### src/branchPkg.sv
`default_nettype none

package branchPkg;

    // btb geometry.
    localparam int btbEntries = 32;
    localparam int btbAssoc = 2;
    localparam int btbSets = btbEntries / btbAssoc;
    localparam int btbSetBits = $clog2(btbSets);
    localparam int btbWayBits = $clog2(btbAssoc);

    // halfword address bits kept as source tag, low 3 are the block offset.
    localparam int btbTagSize = 14;

    // counter table.
    localparam int bptEntries = 256;
    localparam int bptIdxBits = $clog2(bptEntries);

    localparam logic [1:0] bptInit = 2'b01; // weakly not taken.

    // halfword offset inside an eight-halfword fetch block.
    typedef logic [2:0] FetchOff;

endpackage

`default_nettype wire

### src/branchPatternTable.sv
`default_nettype none

module branchPatternTable
    import branchPkg::*;
(
    input  wire                  clk,
    input  wire                  rst,

    input  wire [bptIdxBits-1:0] lookupIdx,

    input  wire                  bpUpdValid,
    input  wire [30:0]           bpUpdSrc,
    input  wire                  bpUpdTaken,

    output logic                 bptTaken
);

    logic [1:0]            cnt [bptEntries];
    logic [bptIdxBits-1:0] sweepIdx;
    logic                  sweepBusy;
    logic [bptIdxBits-1:0] updIdx;
    logic [1:0]            updCnt;
    logic [1:0]            nextCnt;

    assign updIdx = bpUpdSrc[bptIdxBits-1:0];
    assign updCnt = cnt[updIdx];

    always_comb begin
        nextCnt = updCnt;
        if (bpUpdTaken && updCnt != 2'b11)
            nextCnt = updCnt + 2'd1;
        else if (!bpUpdTaken && updCnt != 2'b00)
            nextCnt = updCnt - 2'd1;
    end

    // init sweep, one counter per cycle.
    always_ff @(posedge clk) begin
        if (rst) begin
            sweepIdx <= '0;
            sweepBusy <= 1'b1;
        end else if (sweepBusy) begin
            sweepIdx <= sweepIdx + 1'b1;
            if (sweepIdx == bptIdxBits'(bptEntries - 1))
                sweepBusy <= 1'b0;
        end
    end

    always_ff @(posedge clk) begin
        if (sweepBusy)
            cnt[sweepIdx] <= bptInit;
        else if (bpUpdValid)
            cnt[updIdx] <= nextCnt;
    end

    assign bptTaken = !sweepBusy && cnt[lookupIdx][1]; // not taken while sweeping.

    // pushing a saturated counter further leaves it where it is.
    aNoWrap: assert property (@(posedge clk) disable iff (rst)
        (!sweepBusy && bpUpdValid && updCnt == {2{bpUpdTaken}})
        |=> cnt[$past(updIdx)] == $past(updCnt));

endmodule

`default_nettype wire

### src/branchPredictor.sv
`default_nettype none

module branchPredictor
    import branchPkg::*;
(
    input  wire         clk,
    input  wire         rst,

    // fetch side.
    input  wire         pcValid,
    input  wire         redirect,
    input  wire [30:0]  redirectPc,
    output logic [30:0] pc,
    output logic        branchFound,
    output logic [30:0] branchDst,
    output FetchOff     branchSrcOffs,
    output logic        branchIsJump,
    output logic        branchCompr,
    output logic        multipleBranches,
    output logic        predTaken,

    // btb update from the backend.
    input  wire         btUpdValid,
    input  wire [31:0]  btUpdSrc,
    input  wire [31:0]  btUpdDst,
    input  wire         btUpdIsJump,
    input  wire         btUpdCompr,
    input  wire         btUpdClean,

    // counter update from the backend.
    input  wire         bpUpdValid,
    input  wire [30:0]  bpUpdSrc,
    input  wire         bpUpdTaken
);

    logic                  bptTaken;
    logic [bptIdxBits-1:0] lookupIdx;

    assign lookupIdx = {pc[bptIdxBits-1:3], branchSrcOffs}; // source halfword of the hit.

    branchTargetBuffer btb (
        .clk(clk),
        .rst(rst),
        .pcValid(pcValid),
        .pc(pc),
        .bptTaken(bptTaken),
        .btUpdValid(btUpdValid),
        .btUpdSrc(btUpdSrc),
        .btUpdDst(btUpdDst),
        .btUpdIsJump(btUpdIsJump),
        .btUpdCompr(btUpdCompr),
        .btUpdClean(btUpdClean),
        .branchFound(branchFound),
        .branchDst(branchDst),
        .branchSrcOffs(branchSrcOffs),
        .branchIsJump(branchIsJump),
        .branchCompr(branchCompr),
        .multipleBranches(multipleBranches)
    );

    branchPatternTable bpt (
        .clk(clk),
        .rst(rst),
        .lookupIdx(lookupIdx),
        .bpUpdValid(bpUpdValid),
        .bpUpdSrc(bpUpdSrc),
        .bpUpdTaken(bpUpdTaken),
        .bptTaken(bptTaken)
    );

    fetchPcGen pcGen (
        .clk(clk),
        .rst(rst),
        .pcValid(pcValid),
        .redirect(redirect),
        .redirectPc(redirectPc),
        .branchFound(branchFound),
        .branchIsJump(branchIsJump),
        .bptTaken(bptTaken),
        .branchDst(branchDst),
        .pc(pc),
        .predTaken(predTaken)
    );

endmodule

`default_nettype wire

### src/branchTargetBuffer.sv
`default_nettype none

module branchTargetBuffer
    import branchPkg::*;
(
    input  wire              clk,
    input  wire              rst,

    input  wire              pcValid,
    input  wire [30:0]       pc,
    input  wire              bptTaken,

    input  wire              btUpdValid,
    input  wire [31:0]       btUpdSrc,
    input  wire [31:0]       btUpdDst,
    input  wire              btUpdIsJump,
    input  wire              btUpdCompr,
    input  wire              btUpdClean,

    output logic             branchFound,
    output logic [30:0]      branchDst,
    output FetchOff          branchSrcOffs,
    output logic             branchIsJump,
    output logic             branchCompr,
    output logic             multipleBranches
);

    logic                  entValid [btbSets][btbAssoc];
    logic                  entUsed  [btbSets][btbAssoc];
    logic                  entJump  [btbSets][btbAssoc];
    logic                  entCompr [btbSets][btbAssoc];
    logic [30:0]           entDst   [btbSets][btbAssoc];
    logic [btbTagSize-1:0] entSrc   [btbSets][btbAssoc];

    logic [btbSetBits-1:0] lookIdx;
    logic [btbSetBits-1:0] updIdx;
    logic [btbWayBits-1:0] hitWay;
    logic [btbWayBits-1:0] insWay;
    logic                  insOk;
    logic [btbAssoc-1:0]   clrUsed;

    assign lookIdx = pc[btbSetBits+2:3];
    assign updIdx = btUpdSrc[btbSetBits+3:4]; // byte address, one bit higher.

    // earliest branch at or after the fetch offset.
    always_comb begin
        branchFound = 1'b0;
        multipleBranches = 1'b0;
        branchDst = '0;
        branchIsJump = 1'b0;
        branchCompr = 1'b0;
        branchSrcOffs = '0;
        hitWay = '0;
        if (pcValid) begin
            for (int w = 0; w < btbAssoc; w++) begin
                if (entValid[lookIdx][w] &&
                    entSrc[lookIdx][w][btbTagSize-1:3] == pc[btbTagSize-1:3] &&
                    entSrc[lookIdx][w][2:0] >= pc[2:0] &&
                    (!branchFound || entSrc[lookIdx][w][2:0] < branchSrcOffs)) begin
                    multipleBranches = branchFound;
                    branchFound = 1'b1;
                    branchDst = entDst[lookIdx][w];
                    branchIsJump = entJump[lookIdx][w];
                    branchCompr = entCompr[lookIdx][w];
                    branchSrcOffs = entSrc[lookIdx][w][2:0];
                    hitWay = btbWayBits'(w);
                end
            end
        end
    end

    // victim choice, invalid ways first, then ways not recently used.
    always_comb begin
        insOk = 1'b0;
        insWay = '0;
        clrUsed = '0;
        for (int w = 0; w < btbAssoc; w++) begin
            if (!insOk) begin
                clrUsed[w] = 1'b1; // skipped ways lose their used bit.
                if (!entValid[updIdx][w]) begin
                    insOk = 1'b1;
                    insWay = btbWayBits'(w);
                end
            end
        end
        for (int w = 0; w < btbAssoc; w++) begin
            if (!insOk && !entUsed[updIdx][w]) begin
                insOk = 1'b1;
                insWay = btbWayBits'(w);
            end
        end
    end

    always_ff @(posedge clk) begin
        if (rst) begin
            for (int s = 0; s < btbSets; s++) begin
                for (int w = 0; w < btbAssoc; w++) begin
                    entValid[s][w] <= 1'b0;
                    entUsed[s][w] <= 1'b0;
                end
            end
        end else begin
            if (btUpdValid && btUpdClean) begin
                for (int w = 0; w < btbAssoc; w++)
                    entValid[updIdx][w] <= 1'b0;
            end else if (btUpdValid) begin
                for (int w = 0; w < btbAssoc; w++) begin
                    if (clrUsed[w])
                        entUsed[updIdx][w] <= 1'b0;
                end
                if (insOk)
                    entValid[updIdx][insWay] <= 1'b1;
            end
            // later write wins if this hits the freshly cleared way.
            if (pcValid && branchFound && (bptTaken || branchIsJump))
                entUsed[lookIdx][hitWay] <= 1'b1;
        end
    end

    always_ff @(posedge clk) begin
        if (btUpdValid && !btUpdClean && insOk) begin
            entJump[updIdx][insWay] <= btUpdIsJump;
            entCompr[updIdx][insWay] <= btUpdCompr;
            entDst[updIdx][insWay] <= btUpdDst[31:1];
            entSrc[updIdx][insWay] <= btUpdSrc[btbTagSize:1];
        end
    end

    aNoHitAfterReset: assert property (@(posedge clk) rst |=> !branchFound);

    aMultiImpliesFound: assert property (@(posedge clk) disable iff (rst)
        multipleBranches |-> branchFound);

endmodule

`default_nettype wire

### src/fetchPcGen.sv
`default_nettype none

module fetchPcGen
    import branchPkg::*;
(
    input  wire         clk,
    input  wire         rst,

    input  wire         pcValid,
    input  wire         redirect,
    input  wire [30:0]  redirectPc,

    input  wire         branchFound,
    input  wire         branchIsJump,
    input  wire         bptTaken,
    input  wire [30:0]  branchDst,

    output logic [30:0] pc,
    output logic        predTaken
);

    logic [30:0]        seqPc;
    logic [30:0]        nextPc;

    assign predTaken = branchFound && (branchIsJump || bptTaken);

    // next block base, offset dropped.
    assign seqPc = {pc[30:3] + 28'd1, 3'b000};

    always_comb begin
        nextPc = pc; // stall.
        if (redirect)
            nextPc = redirectPc;
        else if (pcValid && predTaken)
            nextPc = branchDst;
        else if (pcValid)
            nextPc = seqPc;
    end

    always_ff @(posedge clk) begin
        if (rst)
            pc <= '0;
        else
            pc <= nextPc;
    end

    aPcHolds: assert property (@(posedge clk) disable iff (rst)
        (!pcValid && !redirect) |=> $stable(pc));

endmodule

`default_nettype wire

### config.mk
export PLATFORM = sky130hd
export DESIGN_NAME = branchPredictor
export DESIGN_NICKNAME = d
export VERILOG_FILES = /design/src/branchPkg.sv /design/src/branchPatternTable.sv /design/src/branchPredictor.sv /design/src/branchTargetBuffer.sv /design/src/fetchPcGen.sv
export SDC_FILE = /design/constraint.sdc
export NUM_CORES = 2
export LEC_CHECK = 0
export BUFFER_PORTS_ARGS = -buffer_cell sky130_fd_sc_hd__buf_2
export CORE_MARGIN = 2
export CORE_UTILIZATION = 40
export CTS_BUF_LIST = sky130_fd_sc_hd__clkbuf_8
export CTS_CLUSTER_SIZE = 16
export DETAILED_ROUTE_END_ITERATION = 8
export PLACE_DENSITY = 0.63
export SLEW_MARGIN = 20
export SYNTH_ARGS = -nofsm -noshare
export SYNTH_HDL_FRONTEND = slang
export SYNTH_SLANG_ARGS = --single-unit
### constraint.sdc
create_clock -name clk -period 31.7 [get_ports clk]
set_clock_uncertainty 0.05 [all_clocks]
set_input_delay 3.17 -clock clk [delete_from_list [all_inputs] [get_ports clk]]
set_output_delay 3.17 -clock clk [all_outputs]
set_load 0.05 [all_outputs]
=== Word-level counts from Yosys, hierarchy flattened ===
Memories as Yosys holds them, arrays and structs flattened. A register that Yosys moved wholly into a read port is not among the register bits.
Cells that the tools add are included.
Widths: inputs -> output; s select.

* Input bits: 136
* Word-level logic and storage cells: 164
* Memories kept: 7
* Bits in registers: 40
* Output and inout port bits: 70
* Bits in writable memories: 2080

* $add $sub $neg: 4
* Equal/unequal tests: 4
* Reduce and logical (&&, ||, !) cells: 35
* Muxes and demuxes: 100
* Bitwise operators: 4
* Order comparisons: 7

{| class="wikitable"
|+ Memories
! memory !! words !! width !! read ports !! clocked after memory_dff !! wr ports !! line !! text
|-
| btb.entDst || 16 || 62 || 1 || 1 || 1 || branchTargetBuffer.sv:32 || <nowiki>logic [30:0] entDst [btbSets][btbAssoc];</nowiki>
|-
| bpt.cnt || 256 || 2 || 2 || 0 || 1 || branchPatternTable.sv:18 || <nowiki>logic [1:0] cnt [bptEntries];</nowiki>
|-
| btb.entSrc || 16 || 28 || 1 || 1 || 1 || branchTargetBuffer.sv:33 || <nowiki>logic [btbTagSize-1:0] entSrc [btbSets][btbAssoc];</nowiki>
|-
| btb.entCompr || 16 || 2 || 1 || 1 || 1 || branchTargetBuffer.sv:31 || <nowiki>logic entCompr [btbSets][btbAssoc];</nowiki>
|-
| btb.entJump || 16 || 2 || 1 || 1 || 1 || branchTargetBuffer.sv:30 || <nowiki>logic entJump [btbSets][btbAssoc];</nowiki>
|-
| btb.entUsed || 16 || 2 || 1 || 0 || 16 || branchTargetBuffer.sv:29 || <nowiki>logic entUsed [btbSets][btbAssoc];</nowiki>
|-
| 1 more memories || n/a || n/a || n/a || n/a || n/a || n/a ||
|}

{| class="wikitable"
|+ Operators with widths
! kind !! count
|-
| $mux 31 || 7
|-
| $mux 62 || 1
|-
| $mux 1 || 56
|-
| $mux 4 || 13
|-
| $demux 31 s1 || 1
|-
| $add 28x1->28 const B || 1
|-
| $mux 28 || 1
|-
| $mux 2 || 12
|-
| $eq 11x11->1 || 2
|-
| $logic_and 1x1->1 || 19
|-
| $demux 14 s1 || 1
|-
| $mux 14 || 1
|-
| $mux 3 || 4
|-
| $add 8x1->8 const B || 1
|-
| $eq 8x8->1 const B || 1
|-
| $logic_not 1->1 || 8
|-
| $mux 8 || 1
|-
| $reduce_or 2->1 || 4
|-
| $ge 3x3->1 || 2
|-
| $ge 2x2->1 const B || 2
|-
| $lt 2x1->1 const B || 2
|-
| $not 1->2 || 2
|-
| $lt 3x3->1 || 1
|-
| $reduce_bool 3->1 || 1
|-
| other kinds (7) || 10
|}

=== Depth between registers and ports, before layout ===
An unclocked memory read counts as a cell.

* Depth after elaboration: 19
* Depth in mapped cells: 41
* Depth with buffers taken out: 27

=== Hierarchy ===
From an unflattened synthesis, not the netlist that was laid out.

* Cell total of the unflattened synthesis: 4610
* Area, all modules: 88318.5 sq um

{| class="wikitable"
|+ Modules (own cells, without submodules)
! module !! area each (sq um) !! times used !! cells each
|-
| branchTargetBuffer || 62371.1 || 1 || 2945
|-
| branchPatternTable || 23548.8 || 1 || 1357
|-
| fetchPcGen || 2398.6 || 1 || 308
|}

=== Worst setup path before layout ===
Ideal clock, no wire load.

* Path type: input to register
* Start: input port bpUpdSrc[0]
* End: memory bpt.cnt[0][1], data pin
* Slack: 16.475 ns
* Stages on the path: 12
* Buffers on the path: 3
* Arrival: 13.602 ns
* Required time: 30.077 ns
* Cell sequence: clkbuf_1 > clkbuf_1 > buf_1 > mux4_2 > mux4_2 > mux4_2 > mux4_2 > inv_1 > ha_1 > nor3_1 > a31oi_1 > a21oi_1

* Word-level cells in the longest chain between the ends: 6
* Elaborated cells on any way between the ends: 10

{| class="wikitable"
|+ RTL lines
! item !! line !! text
|-
| start, declared || branchPredictor.sv:32 || <nowiki>input wire [30:0] bpUpdSrc,</nowiki>
|-
| $mem_v2 256x2 (*) || n/a ||
|-
| branches (longest 3 deep; another with $sub 2x1->2) || n/a ||
|-
| $mux 2 (*) || branchPatternTable.sv:30 || <nowiki>if (bpUpdTaken && updCnt != 2'b11)</nowiki>
|-
| $mux 2 (no source line) (*) || n/a ||
|-
| end, declared || branchPatternTable.sv:18 ||
|}

Every way passes the cells marked *.

==> metrics <==
status=finished, final reports clean; Tot Pwr=5.67 mW; # placed instances=7627; cells after synthesis=4699; number of design rule violations left after detail routing=0; fraction of the yosys area taken by sequential cells=0.709; Yosys reg bits=2124; count of boundary I/O pins=206; number of buffers added on ports=163; setup_tns=0 ns; residual antenna-violating net count after detailed routing=0; highest attainable clock frequency=0.0607 GHz; worst ir drop on vdd=0.0486 mV; global placement routability congestion=0.874; final setup vio count=0; count of synthesis-stage warnings from yosys=0; kind of cell adding the most delay to the critical path=simple AND/OR/NAND/NOR gates; Critical Path Max Stage Delay=0.98 ns; Switching Share=0.235; internal power=4.34 mW; initial antenna violation count=19; Min Clock Period, post-route=16.47 ns; number of gates resized after cts=0; most frequent standard cell in the layout excluding fill and tap cells=sky130_fd_sc_hd__edfxtp_1; Worst Hold Class=reg -> reg; relative max-transition margin=0.199; crit-path most repeated cell=sky130_fd_sc_hd__buf_4; area overhead of the layout relative to synthesis=12.2%; power per standard cell area=56.9 mW/mm²; Max Cap Violations=0; critical path class=reg -> out; Synth Area per Inst=18.9 µm²; fill cell count=18700; number of nets produced by synthesis=4850; Primary FF master, synth=sky130_fd_sc_hd__edfxtp_1; area of the mapped netlist=0.0888 mm²; setup repair after global routing missed its margin=false; arrival time reported for the critical path endpoint=13.25 ns; CP Capture Type=output pin; relative contribution of sequential cells to total power=0.546; post-placement setup slack=16.59 ns; average wire per standard cell=31.4 µm; number of buffers added by the clock tree synthesis step=359; share of power burned in the clock network=0.388; endpoint required time on the critical path=28.48 ns; area share of the leading cell type in the synthesized netlist=0.692; clock tree from TritonCTS=built; leading cell types in the layout, fill and taps excluded=sky130_fd_sc_hd__edfxtp_1 (2048), sky130_fd_sc_hd__mux4_2 (647), sky130_fd_sc_hd__nor2_1 (371), sky130_fd_sc_hd__clkbuf_8 (365); detail-routed via count per cell=6.01; Placeable Area=0.220 mm²; overall routing resource usage=0.228; Distinct cells, synth=101; 1st-iter DRT viols=5784; post-synth top area cell=sky130_fd_sc_hd__edfxtp_1; transition time of the tightest slew-check pin=1.20 ns; post-layout utilization of the core=0.453; clock sink total=2124; Leakage=32.2 nW; share of cells above drive strength 1=0.277; final hold viol count=0; placed wire-length estimate after detailed placement=148 mm; Logic pwr share=0.066; count of buffering cells on the critical path with inverters included=6; clock latency on the worst-skew pair=1.05 ns; gr ovfl total=0; non-filler instance count after layout=8266; count of nets after finishing=5185; area of the die=0.226 mm²; overall die height=475 µm; kind of start point of the critical path=flip-flop; largest net degree at the start of global routing=117; cell with the largest stage delay on the worst path=sky130_fd_sc_hd__nor4_2; Switch Pwr=1.33 mW; Final Max Tran Viols=0; via count=49700; initial core utilization=0.404; total length of routed wires=259 mm; number of placement rows=172; CTS H-tree depth=5; top post-synthesis cells by area=sky130_fd_sc_hd__edfxtp_1 (69%), sky130_fd_sc_hd__mux4_2 (16%), sky130_fd_sc_hd__mux2i_1 (1.8%); number of synthesized flops with an enable pin=2048; post-cts hold buffer count=0; first-pass GRT wire length=367 mm; share of the clock period used by the worst path after layout=0.519; detailed-routing iteration count for the pre-antenna-repair pass=5; number of global-route vias before repair=50000; post-CTS setup buffer count=0; worst reg-to-reg setup slack=18.83 ns; maximum buffer depth of the clock tree=4; CTS clock-pin slew for the worst setup and hold paths=0.07 ns; die span in x=475 µm; worst setup margin=15.23 ns; FFs w/ async S/R, synth=0; root buf cell=sky130_fd_sc_hd__clkbuf_8; critical path peak fanout=49
cells by family (layout without fill, tap and decap cells):
group / count (synthesis) / count (layout) / synth area share
compound gates: 399 / 399 / 0.0308
xor+xnor: 35 / 35 / 0.00345
fa+ha+maj: 15 / 15 / 0.00211
buf+inv: 345 / 942 / 0.0176
flops: 2124 / 2124 / 0.709
mux: 842 / 842 / 0.187
other cells: 0 / 12 / 0
simple gates: 939 / 939 / 0.0501
registers in the layout, summed over array words and instances (netlist names), named ones only:
signal,cells
btb.entDst,992
btb.entSrc,448
bpt.sweepIdx,8
btb.entUsed,32
btb.entValid,32
bpt.sweepBusy,1
pcGen.pc,31
btb.entJump,32
bpt.cnt,512
btb.entCompr,32
per-layer routing:
metal | global-route usage | wire length [µm] | vias to the layer above
met2 | 0.371 | 126000 | 2735
met1 | 0.296 | 98700 | 26200
met3 | 0.0501 | 22900 | 632
li1 | - | - | 20000
met4 | 0.0958 | 11300 | 12
met5 | 0 | 80 | -
cells in the mapped netlist, types with 8 or more instances:
| cell type | count |
|---|---|
| sky130_fd_sc_hd__a21o_1 | 49 |
| sky130_fd_sc_hd__a221oi_1 | 12 |
| sky130_fd_sc_hd__xnor2_1 | 24 |
| sky130_fd_sc_hd__buf_2 | 33 |
| sky130_fd_sc_hd__ha_1 | 15 |
| sky130_fd_sc_hd__or4_1 | 8 |
| sky130_fd_sc_hd__inv_1 | 25 |
| sky130_fd_sc_hd__nand2b_1 | 25 |
| sky130_fd_sc_hd__o21ai_0 | 69 |
| sky130_fd_sc_hd__and2_1 | 32 |
| sky130_fd_sc_hd__clkbuf_1 | 197 |
| sky130_fd_sc_hd__o21ai_1 | 12 |
| sky130_fd_sc_hd__dfxtp_1 | 76 |
| sky130_fd_sc_hd__o211ai_1 | 12 |
| sky130_fd_sc_hd__buf_4 | 13 |
| sky130_fd_sc_hd__mux2_1 | 8 |
| sky130_fd_sc_hd__nand3_1 | 95 |
| sky130_fd_sc_hd__buf_6 | 16 |
| sky130_fd_sc_hd__xor2_1 | 11 |
| sky130_fd_sc_hd__nand4_1 | 41 |
| sky130_fd_sc_hd__o21bai_1 | 8 |
| sky130_fd_sc_hd__nand2_1 | 168 |
| sky130_fd_sc_hd__a22oi_1 | 11 |
| sky130_fd_sc_hd__a21oi_1 | 95 |
| sky130_fd_sc_hd__mux2i_1 | 159 |
| sky130_fd_sc_hd__edfxtp_1 | 2048 |
| sky130_fd_sc_hd__a22o_1 | 8 |
| sky130_fd_sc_hd__and3_1 | 19 |
| sky130_fd_sc_hd__buf_1 | 48 |
| sky130_fd_sc_hd__or3_1 | 15 |
| sky130_fd_sc_hd__nor4_1 | 15 |
| sky130_fd_sc_hd__mux2_2 | 28 |
| sky130_fd_sc_hd__a31oi_1 | 18 |
| sky130_fd_sc_hd__o31ai_1 | 11 |
| sky130_fd_sc_hd__nor2b_1 | 22 |
| sky130_fd_sc_hd__mux4_2 | 647 |
| sky130_fd_sc_hd__nor3_1 | 39 |
| sky130_fd_sc_hd__nand3b_1 | 11 |
| sky130_fd_sc_hd__nor2_1 | 405 |
worst min-delay path, delay by kind of cell (launching register included):
| family | cells | cell delay [ns] |
|---|---|---|
| AO/OA/AOI/OAI | 2 | 0.13 |
| flip-flops | 1 | 0.31 |
per-stage QoR:
| step | hold WS (ns) | cell area [µm²] |
|---|---|---|
| 5_1_grt | 0.446 | 99600 |
| 2_1_floorplan | 0.396 | 88800 |
| 4_1_cts | 0.423 | 99500 |
| 3_5_place_dp | 0.414 | 93300 |
| 3_3_place_gp | 0.404 | 93200 |
| 6_report | 0.425 | 99600 |
final cells by class:
class | count | area, µm² | area share
antenna | 12 | 30.0 | 0.000301
clock buffer | 364 | 5010 | 0.0503
clock inverter | 259 | 1220 | 0.0122
inverter | 31 | 124 | 0.00124
multi-input combinational | 2230 | 24600 | 0.247
sequential | 2124 | 63000 | 0.633
tap | 2958 | 3700 | 0.0371
timing repair buffer | 288 | 1900 | 0.0191
final timing paths:
| kind | startpoint | to | cells past startpoint |
|---|---|---|---|
| worst min register to register | btb.entUsed[5][0] | btb.entUsed[5][0] | 2 |
| worst min-delay path | btb.entUsed[5][0] | btb.entUsed[5][0] | 2 |
| worst max-delay path | flip-flop | predTaken | 29 |
| worst max register to register | flip-flop | pcGen.pc[9] | 32 |
power by group through the flow:
stage / clock [mW] / combinational, mW / sequential, mW
4_1_cts: 2.23 / 0.375 / 3.10
5_1_grt: 2.35 / 0.394 / 3.10
2_1_floorplan: 0 / 0.238 / 3.15
6_report: 2.20 / 0.375 / 3.10
3_5_place_dp: 0 / 0.375 / 3.16
3_3_place_gp: 0 / 0.370 / 3.15
No activity file was read; power rests on OpenSTA's default activity.
